$ cat config.mk
export PLATFORM = sky130hd
export DESIGN_NAME = yuv_to_rgb_top
export DESIGN_NICKNAME = d
export VERILOG_FILES = /design/src/design/color_pkg.sv /design/src/design/stream_pkg.sv /design/src/design/yuv_to_rgb_top.sv /design/src/design/rgb_packer.sv /design/src/design/csc_lane.sv /design/src/design/chroma_upsampler.sv /design/src/design/chroma_window.sv
export SDC_FILE = /design/constraint.sdc
export NUM_CORES = 2
export LEC_CHECK = 0
export BUFFER_PORTS_ARGS = -buffer_cell sky130_fd_sc_hd__buf_2
export CORE_MARGIN = 5
export CORE_UTILIZATION = 30
export DETAILED_ROUTE_END_ITERATION = 7
export PLACE_DENSITY = 0.56
export SETUP_SLACK_MARGIN = 0.05
export SLEW_MARGIN = 10
export SYNTH_ARGS = -nofsm -noshare
export SYNTH_HDL_FRONTEND = slang
export SYNTH_SLANG_ARGS = --single-unit
$ cat constraint.sdc
create_clock -name Clock_50 -period 14.4 [get_ports Clock_50]
set_input_delay 0.72 -clock Clock_50 [delete_from_list [all_inputs] [get_ports Clock_50]]
set_output_delay 0.72 -clock Clock_50 [all_outputs]
set_load 0.05 [all_outputs]
$ cat src/design/color_pkg.sv
package color_pkg;

	// One 8-bit sample or colour component
	typedef logic [7:0] pixel_t;

	// Signed accumulator shared by the filter and the colour conversion
	typedef logic signed [31:0] product_t;

	// Six-tap chroma interpolation filter, symmetric about the centre
	localparam int TAP_OUTER = 21;
	localparam int TAP_MID = 52;
	localparam int TAP_INNER = 159;

	// Rounding term added before the filter normalisation shift
	localparam int FIR_ROUND = 128;
	localparam int FIR_SHIFT = 8;

	// Studio-swing offsets for luma and chroma
	localparam int Y_OFFSET = 16;
	localparam int C_OFFSET = 128;

	// Conversion coefficients, scaled by 2^16
	localparam int K_Y = 76284;
	localparam int K_RV = 104595;
	localparam int K_GU = 25624;
	localparam int K_GV = 53281;
	localparam int K_BU = 132251;
	localparam int CSC_SHIFT = 16;

	// Saturate a signed result to 0..255
	function automatic pixel_t clip_pixel(input product_t x);
		if (x[31])
			return 8'd0;
		else if (|x[30:8])
			return 8'hff;
		return x[7:0];
	endfunction

endpackage
$ cat src/design/stream_pkg.sv
package stream_pkg;

	// Pairs per row, short for simulation, 160 for a full line
	localparam int ROW_PAIRS = 4;
	// One conversion lane per pixel of a pair
	localparam int N_LANES = 2;
	// Chroma samples in each filter window
	localparam int WIN_TAPS = 6;
	// Pairs that must arrive after a pair before its window is complete
	localparam int WIN_LEAD = WIN_TAPS / 2;

	// One output word holding two colour bytes
	typedef logic [15:0] rgb_word_t;

	// Two lumas and the chroma shared by the even pixel
	typedef struct packed {
		color_pkg::pixel_t y0;
		color_pkg::pixel_t y1;
		color_pkg::pixel_t u;
		color_pkg::pixel_t v;
	} yuv_pair_t;

	// Filter window, oldest sample in tap[0]
	typedef struct packed {
		color_pkg::pixel_t [0:WIN_TAPS-1] tap;
	} chroma_win_t;

	typedef struct packed {
		yuv_pair_t pair;
		chroma_win_t u_win;
		chroma_win_t v_win;
	} window_item_t;

	typedef struct packed {
		color_pkg::pixel_t y;
		color_pkg::pixel_t u;
		color_pkg::pixel_t v;
	} yuv_pixel_t;

	typedef struct packed {
		color_pkg::pixel_t r;
		color_pkg::pixel_t g;
		color_pkg::pixel_t b;
	} rgb_pixel_t;

endpackage

$ cat src/design/yuv_to_rgb_top.sv
`timescale 1ns/1ps

module yuv_to_rgb_top (
	input logic Clock_50,
	input logic resetn,
	input stream_pkg::yuv_pair_t in_pair,
	input logic in_valid,
	output logic in_ready,
	output stream_pkg::rgb_word_t out_word,
	output logic out_valid,
	input logic out_ready
);
	import stream_pkg::*;

	// Windowed pairs
	window_item_t win_item;
	logic win_valid;
	logic win_ready;

	// One pixel per lane
	yuv_pixel_t pix [N_LANES];
	logic pix_valid;
	logic pix_ready;

	// Converted pixels
	rgb_pixel_t rgb [N_LANES];
	logic rgb_valid;
	logic rgb_ready;

	// Lanes run in lockstep, lane 0 speaks for all
	logic lane_in_ready [N_LANES];
	logic lane_out_valid [N_LANES];

	assign pix_ready = lane_in_ready[0];
	assign rgb_valid = lane_out_valid[0];

	chroma_window u_window (
		.Clock_50(Clock_50),
		.resetn(resetn),
		.in_pair(in_pair),
		.in_valid(in_valid),
		.in_ready(in_ready),
		.win_item(win_item),
		.win_valid(win_valid),
		.win_ready(win_ready)
	);

	chroma_upsampler u_upsampler (
		.Clock_50(Clock_50),
		.resetn(resetn),
		.win_item(win_item),
		.win_valid(win_valid),
		.win_ready(win_ready),
		.pix(pix),
		.pix_valid(pix_valid),
		.pix_ready(pix_ready)
	);

	for (genvar i = 0; i < N_LANES; i++) begin : g_lane
		csc_lane u_lane (
			.Clock_50(Clock_50),
			.resetn(resetn),
			.pix_in(pix[i]),
			.in_valid(pix_valid),
			.in_ready(lane_in_ready[i]),
			.rgb_out(rgb[i]),
			.out_valid(lane_out_valid[i]),
			.out_ready(rgb_ready)
		);
	end

	rgb_packer u_packer (
		.Clock_50(Clock_50),
		.resetn(resetn),
		.rgb_in(rgb),
		.in_valid(rgb_valid),
		.in_ready(rgb_ready),
		.out_word(out_word),
		.out_valid(out_valid),
		.out_ready(out_ready)
	);

endmodule

$ cat src/design/rgb_packer.sv
`timescale 1ns/1ps

module rgb_packer (
	input logic Clock_50,
	input logic resetn,
	input stream_pkg::rgb_pixel_t rgb_in [stream_pkg::N_LANES],
	input logic in_valid,
	output logic in_ready,
	output stream_pkg::rgb_word_t out_word,
	output logic out_valid,
	input logic out_ready
);
	import stream_pkg::*;

	// Pair being serialised
	rgb_pixel_t hold [N_LANES];
	logic full;
	// Word of the pair currently offered
	logic [1:0] word_cnt;
	logic last_word;

	assign last_word = out_ready && (word_cnt == 2'd2);
	assign in_ready = !full || last_word;
	assign out_valid = full;

	// Byte pairing, first colour in the high byte
	always_comb begin
		case (word_cnt)
			2'd0: out_word = {hold[0].r, hold[0].g};
			2'd1: out_word = {hold[0].b, hold[1].r};
			default: out_word = {hold[1].g, hold[1].b};
		endcase
	end

	always_ff @(posedge Clock_50 or negedge resetn) begin
		if (!resetn) begin
			full <= 1'b0;
			word_cnt <= 2'd0;
		end else if (in_valid && in_ready) begin
			// New pair, possibly in the cycle the old one finishes
			full <= 1'b1;
			word_cnt <= 2'd0;
		end else if (full && out_ready) begin
			if (word_cnt == 2'd2) begin
				full <= 1'b0;
				word_cnt <= 2'd0;
			end else begin
				word_cnt <= word_cnt + 2'd1;
			end
		end
	end

	always_ff @(posedge Clock_50) begin
		if (in_valid && in_ready)
			hold <= rgb_in;
	end

endmodule

$ cat src/design/csc_lane.sv
`timescale 1ns/1ps

module csc_lane (
	input logic Clock_50,
	input logic resetn,
	input stream_pkg::yuv_pixel_t pix_in,
	input logic in_valid,
	output logic in_ready,
	output stream_pkg::rgb_pixel_t rgb_out,
	output logic out_valid,
	input logic out_ready
);
	import color_pkg::*;

	// Offset-removed inputs
	product_t yy;
	product_t uu;
	product_t vv;

	// Stage 1 products
	product_t y_term;
	product_t rv_term;
	product_t gu_term;
	product_t gv_term;
	product_t bu_term;
	logic s1_valid;
	logic s1_ready;

	// Stage 2 sums before scaling
	product_t r_sum;
	product_t g_sum;
	product_t b_sum;

	assign yy = product_t'(pix_in.y) - Y_OFFSET;
	assign uu = product_t'(pix_in.u) - C_OFFSET;
	assign vv = product_t'(pix_in.v) - C_OFFSET;

	assign s1_ready = !out_valid || out_ready;
	assign in_ready = !s1_valid || s1_ready;

	assign r_sum = y_term + rv_term;
	assign g_sum = y_term - gu_term - gv_term;
	assign b_sum = y_term + bu_term;

	always_ff @(posedge Clock_50 or negedge resetn) begin
		if (!resetn) begin
			s1_valid <= 1'b0;
			out_valid <= 1'b0;
		end else begin
			if (in_ready)
				s1_valid <= in_valid;
			if (s1_ready)
				out_valid <= s1_valid;
		end
	end

	always_ff @(posedge Clock_50) begin
		if (in_valid && in_ready) begin
			y_term <= K_Y * yy;
			rv_term <= K_RV * vv;
			gu_term <= K_GU * uu;
			gv_term <= K_GV * vv;
			bu_term <= K_BU * uu;
		end
		// Drop the fraction, then saturate by sign and overflow
		if (s1_valid && s1_ready) begin
			rgb_out.r <= clip_pixel(r_sum >>> CSC_SHIFT);
			rgb_out.g <= clip_pixel(g_sum >>> CSC_SHIFT);
			rgb_out.b <= clip_pixel(b_sum >>> CSC_SHIFT);
		end
	end

endmodule

$ cat src/design/chroma_upsampler.sv
`timescale 1ns/1ps

module chroma_upsampler (
	input logic Clock_50,
	input logic resetn,
	input stream_pkg::window_item_t win_item,
	input logic win_valid,
	output logic win_ready,
	output stream_pkg::yuv_pixel_t pix [stream_pkg::N_LANES],
	output logic pix_valid,
	input logic pix_ready
);
	import color_pkg::*;
	import stream_pkg::*;

	// Interpolated chroma halfway between tap[2] and tap[3]
	function automatic pixel_t fir6(input chroma_win_t w);
		product_t acc;
		acc = TAP_OUTER * (product_t'(w.tap[0]) + product_t'(w.tap[5]))
			- TAP_MID * (product_t'(w.tap[1]) + product_t'(w.tap[4]))
			+ TAP_INNER * (product_t'(w.tap[2]) + product_t'(w.tap[3]))
			+ FIR_ROUND;
		// Negative sums are possible on steep edges
		return clip_pixel(acc >>> FIR_SHIFT);
	endfunction

	logic take;

	assign win_ready = !pix_valid || pix_ready;
	assign take = win_valid && win_ready;

	always_ff @(posedge Clock_50 or negedge resetn) begin
		if (!resetn)
			pix_valid <= 1'b0;
		else if (win_ready)
			pix_valid <= win_valid;
	end

	always_ff @(posedge Clock_50) begin
		if (take) begin
			// Even pixel keeps the sampled chroma
			pix[0].y <= win_item.pair.y0;
			pix[0].u <= win_item.pair.u;
			pix[0].v <= win_item.pair.v;
			// Odd pixel gets filtered chroma
			pix[1].y <= win_item.pair.y1;
			pix[1].u <= fir6(win_item.u_win);
			pix[1].v <= fir6(win_item.v_win);
		end
	end

endmodule

$ cat src/design/chroma_window.sv
`timescale 1ns/1ps

module chroma_window (
	input logic Clock_50,
	input logic resetn,
	input stream_pkg::yuv_pair_t in_pair,
	input logic in_valid,
	output logic in_ready,
	output stream_pkg::window_item_t win_item,
	output logic win_valid,
	input logic win_ready
);
	import color_pkg::*;
	import stream_pkg::*;

	typedef enum logic [1:0] {
		FILL,
		RUN,
		FLUSH
	} win_state_t;

	win_state_t state;
	logic [$clog2(ROW_PAIRS)-1:0] pair_cnt;
	logic [1:0] flush_left;

	// Chroma history, newest sample enters at the top tap
	chroma_win_t u_sr;
	chroma_win_t v_sr;

	// Lumas wait here until their window is complete
	pixel_t y0_dly [0:WIN_LEAD];
	pixel_t y1_dly [0:WIN_LEAD];

	logic accept;
	logic flush_step;

	// No input while the row tail is being flushed
	assign in_ready = (state != FLUSH) && (!win_valid || win_ready);
	assign accept = in_valid && in_ready;
	// Output taken with tail pairs still to emit
	assign flush_step = (state == FLUSH) && win_ready && (flush_left != 2'd0);

	// Emitted pair is the oldest in the luma line, its chroma at the window centre
	assign win_item.pair.y0 = y0_dly[0];
	assign win_item.pair.y1 = y1_dly[0];
	assign win_item.pair.u = u_sr.tap[WIN_LEAD-1];
	assign win_item.pair.v = v_sr.tap[WIN_LEAD-1];
	assign win_item.u_win = u_sr;
	assign win_item.v_win = v_sr;

	always_ff @(posedge Clock_50 or negedge resetn) begin
		if (!resetn) begin
			state <= FILL;
			pair_cnt <= '0;
			flush_left <= 2'd0;
			win_valid <= 1'b0;
		end else begin
			case (state)
				FILL, RUN: begin
					if (accept) begin
						pair_cnt <= pair_cnt + 1'b1;
						// Enough pairs ahead of the oldest one
						if (state == RUN || pair_cnt == $bits(pair_cnt)'(WIN_LEAD)) begin
							win_valid <= 1'b1;
							state <= RUN;
						end
						// Last pair of the row, emit the tail without input
						if (pair_cnt == $bits(pair_cnt)'(ROW_PAIRS - 1)) begin
							state <= FLUSH;
							flush_left <= 2'(WIN_LEAD);
							pair_cnt <= '0;
						end
					end else if (win_ready) begin
						win_valid <= 1'b0;
					end
				end
				FLUSH: begin
					if (flush_step) begin
						flush_left <= flush_left - 2'd1;
					end else if (win_ready) begin
						// Final pair of the row taken
						win_valid <= 1'b0;
						state <= FILL;
					end
				end
				default: state <= FILL;
			endcase
		end
	end

	always_ff @(posedge Clock_50) begin
		if (accept) begin
			// First pair of a row stands in for the samples before the row
			if (pair_cnt == '0) begin
				u_sr.tap <= {WIN_TAPS{in_pair.u}};
				v_sr.tap <= {WIN_TAPS{in_pair.v}};
			end else begin
				u_sr.tap <= {u_sr.tap[1:WIN_TAPS-1], in_pair.u};
				v_sr.tap <= {v_sr.tap[1:WIN_TAPS-1], in_pair.v};
			end
			for (int i = 0; i < WIN_LEAD; i++) begin
				y0_dly[i] <= y0_dly[i+1];
				y1_dly[i] <= y1_dly[i+1];
			end
			y0_dly[WIN_LEAD] <= in_pair.y0;
			y1_dly[WIN_LEAD] <= in_pair.y1;
		end else if (flush_step) begin
			// Past the row end the last sample repeats
			u_sr.tap <= {u_sr.tap[1:WIN_TAPS-1], u_sr.tap[WIN_TAPS-1]};
			v_sr.tap <= {v_sr.tap[1:WIN_TAPS-1], v_sr.tap[WIN_TAPS-1]};
			for (int i = 0; i < WIN_LEAD; i++) begin
				y0_dly[i] <= y0_dly[i+1];
				y1_dly[i] <= y1_dly[i+1];
			end
		end
	end

endmodule

==> metrics <==
status=finished, final reports clean; cts hold-fix bufs=1; RR Startpoint=u_window.win_item[8]$_DFFE_PP_; DP HPWL=103 mm; library cells used by synthesis=86; max_cap viols=0; Clock Tree Buf Depth=3; CP max stage cell=nor3_1; top cells by count, synth=ha_1, inv_1, edfxtp_1, fa_1, nand2_1; Max-slew headroom=27.8%; period utilization=66.6%; total CTS buffers=78; fin crit period=9.60 ns; crit path kind=register to register; worst hold path type=primary input to register; post-DR wirelength/cell=16.0 um; pin count of the biggest net entering global routing=151; register area share after synthesis=32.3%; number of synthesized flops with an enable pin=604; top cells by area, synth=edfxtp_1, ha_1, fa_1; final worst setup slack=4.80 ns; post-cts repair resize count=0; Routed WL=126 mm; RSZ-0062 raised after global routing=false; DR iter-0 viols=1833; highest clock rate=104 MHz; root buf cell=clkbuf_16; top cell type's share of synthesized area=31.7%; Die X=447 um; Synth area leader=edfxtp_1; Top FF cell, synth=edfxtp_1; gr ovfl total=0; DR vias/cell=4.62; count leader, synth=ha_1; Ys Warns=0; Final Setup Violations=0; final hold viol count=0; CP endpoint kind=register; CP Data Required Time=14.78 ns; Fin Clk Skew=0.0330 ns; Worst EP arrival=9.98 ns; cell row count=160; die area=200000 sq um; setup TNS=0 ns; H-tree Lvls=3; Worst-Skew Late Latency=0.67 ns; nets=6909; flops & latches, synth=619; Worst Setup SP=u_window.win_item[8]$_DFFE_PP_; residual DRC count=0; synth-to-layout area growth=10.7%; ys async rst share=2.42%; fillers=18.9k; Slowest Stage Delay on Critical Path=0.60 ns; cell area after synthesis=57200 sq um; All-Layer GR Usage=12.7%; 1st-pass router iterations=7; clk sinks=619; Post-CTS Setup Bufs=0; Hold Crit Start=in_pair[25]; worst-margin pin slew=1.06 ns; Vias=36.3k; startpoint class of the critical path=register; first-pass GRT wire length=201 mm; syn nets=6784; die height=447 um; post-route ant nets=0; Starting Density=30.1%; # port buffers=53; critical path's most frequent cell=fa_1; pre-CTS WS=4.83 ns; vias in the first global route=36.7k; CP Max Fanout=8; CTS tree=yes; Ports=54; clock slew at reported path FFs=0.06 ns; initial antenna violation count=13; pins over their slew limit=0; layout cells sized above 1=5.01%; Syn Area/Cell=11.1 sq um; core area=190000 sq um; GPL Wtd Cong=0.839; Syn Inst Count=5160
==> layer usage <==
layer	global-route usage [%]	vias to the layer above	part of all wire (%)
met5	0	-	0.044
met4	2.76	8	1.8
met3	1.55	116	3.4
met2	21.0	457	46
met1	17.8	17600	49
li1	-	18200	-
==> placed cells by master (no fill, tap or decap), drive strengths merged, types with 7 or more instances in the layout <==
| cell type | instances |
|---|---|
| ha | 1210 |
| inv | 906 |
| edfxtp | 604 |
| fa | 378 |
| nand2 | 300 |
| a21oi | 294 |
| xnor2 | 215 |
| nor2 | 170 |
| o21ai | 122 |
| xor2 | 98 |
| a21o | 87 |
| clkbuf | 87 |
| nor3 | 79 |
| buf | 70 |
| nand3 | 63 |
| o21bai | 60 |
| o21a | 58 |
| nor2b | 58 |
| and3 | 53 |
| a31oi | 40 |
| or2 | 34 |
| nand2b | 29 |
| a211oi | 27 |
| clkinv | 27 |
| mux2i | 23 |
| and2 | 22 |
| nand4 | 17 |
| or3 | 16 |
| dfrtp | 15 |
| o211ai | 14 |
| bufinv | 11 |
| a21boi | 11 |
| a2111oi | 11 |
| o31ai | 10 |
| a211o | 8 |
| o41a | 7 |
| o2111ai | 7 |
| clkinvlp | 7 |
| o41ai | 7 |
==> final cells by class <==
type / count / area, sq um / area share, %
multi-input combinational: 3616 / 35300 / 55.7
sequential: 619 / 18500 / 29.2
inverter: 899 / 3370 / 5.33
tap: 2511 / 3140 / 4.96
clock buffer: 87 / 2010 / 3.17
clock inverter: 52 / 608 / 0.960
timing repair buffer: 71 / 415 / 0.656
antenna: 3 / 7.51 / 0.0118
==> path summary, 6_finish.rpt <==
path,to,slack (ns),cells after the start
max reg2reg,u_upsampler.pix[6]$_DFFE_PP_,4.80,34
max,u_upsampler.pix[6]$_DFFE_PP_,4.80,34
min,u_window.y0_dly[3][1]$_DFFE_PP_,0.24,1
max in group asynchronous,u_window.state[0]$_DFFE_PN0P_,13.46,2
min in group asynchronous,u_packer.word_cnt[0]$_DFFE_PN0P_,0.57,2
min reg2reg,u_packer.hold[10]$_DFFE_PP_,0.40,0
==> sequential cells by signal, indices dropped and copies added, names as in the netlist, 32 cells and up <==
| register | flops |
|---|---|
| g_lane.u_lane.bu_term | 64 |
| g_lane.u_lane.rv_term | 60 |
| u_window.win_item | 96 |
| u_window.y0_dly | 32 |
| u_upsampler.pix | 48 |
| g_lane.u_lane.gu_term | 52 |
| u_window.y1_dly | 32 |
| g_lane.u_lane.y_term | 60 |
| u_packer.hold | 48 |
| g_lane.u_lane.gv_term | 64 |
| g_lane.u_lane.rgb_out | 48 |
==> logic make-up after synthesis <==
family                   synth area share (%)
adder cells (fa/ha/maj)                  39.7
flip-flops                               32.3
multiplexers                            0.442
XOR/XNOR                                 4.79
AO/OA/AOI/OAI                            9.42
buffers and inverters                    6.07
AND/OR/NAND/NOR                          7.26
==> through the flow <==
| step | std cells | utilization (%) | instance area (sq um) | hold WS (ns) |
|---|---|---|---|---|
| 5_1_grt | 7856 | 33.4 | 63400 | 0.195 |
| 3_5_place_dp | 7715 | 32.0 | 60700 | 0.405 |
| 3_3_place_gp | 7715 | 32.0 | 60700 | 0.403 |
| 2_1_floorplan | 5160 | - | 57200 | 0.400 |
| 4_1_cts | 7855 | 33.4 | 63400 | 0.180 |
| 6_report | 7858 | 33.4 | 63400 | 0.245 |
==> critical path: cells and delay by family (launching register included) <==
family	cells	cell delay [ns]
simple gates	1	0.60
compound gates	11	2.32
fa+ha+maj	13	5.17
flops	1	0.39
xor+xnor	2	0.33
buf+inv	6	0.37
mux	1	0.12
Power is not shown: default switching activity piles up to over one toggle a cycle in this logic, so the estimate is an artifact.
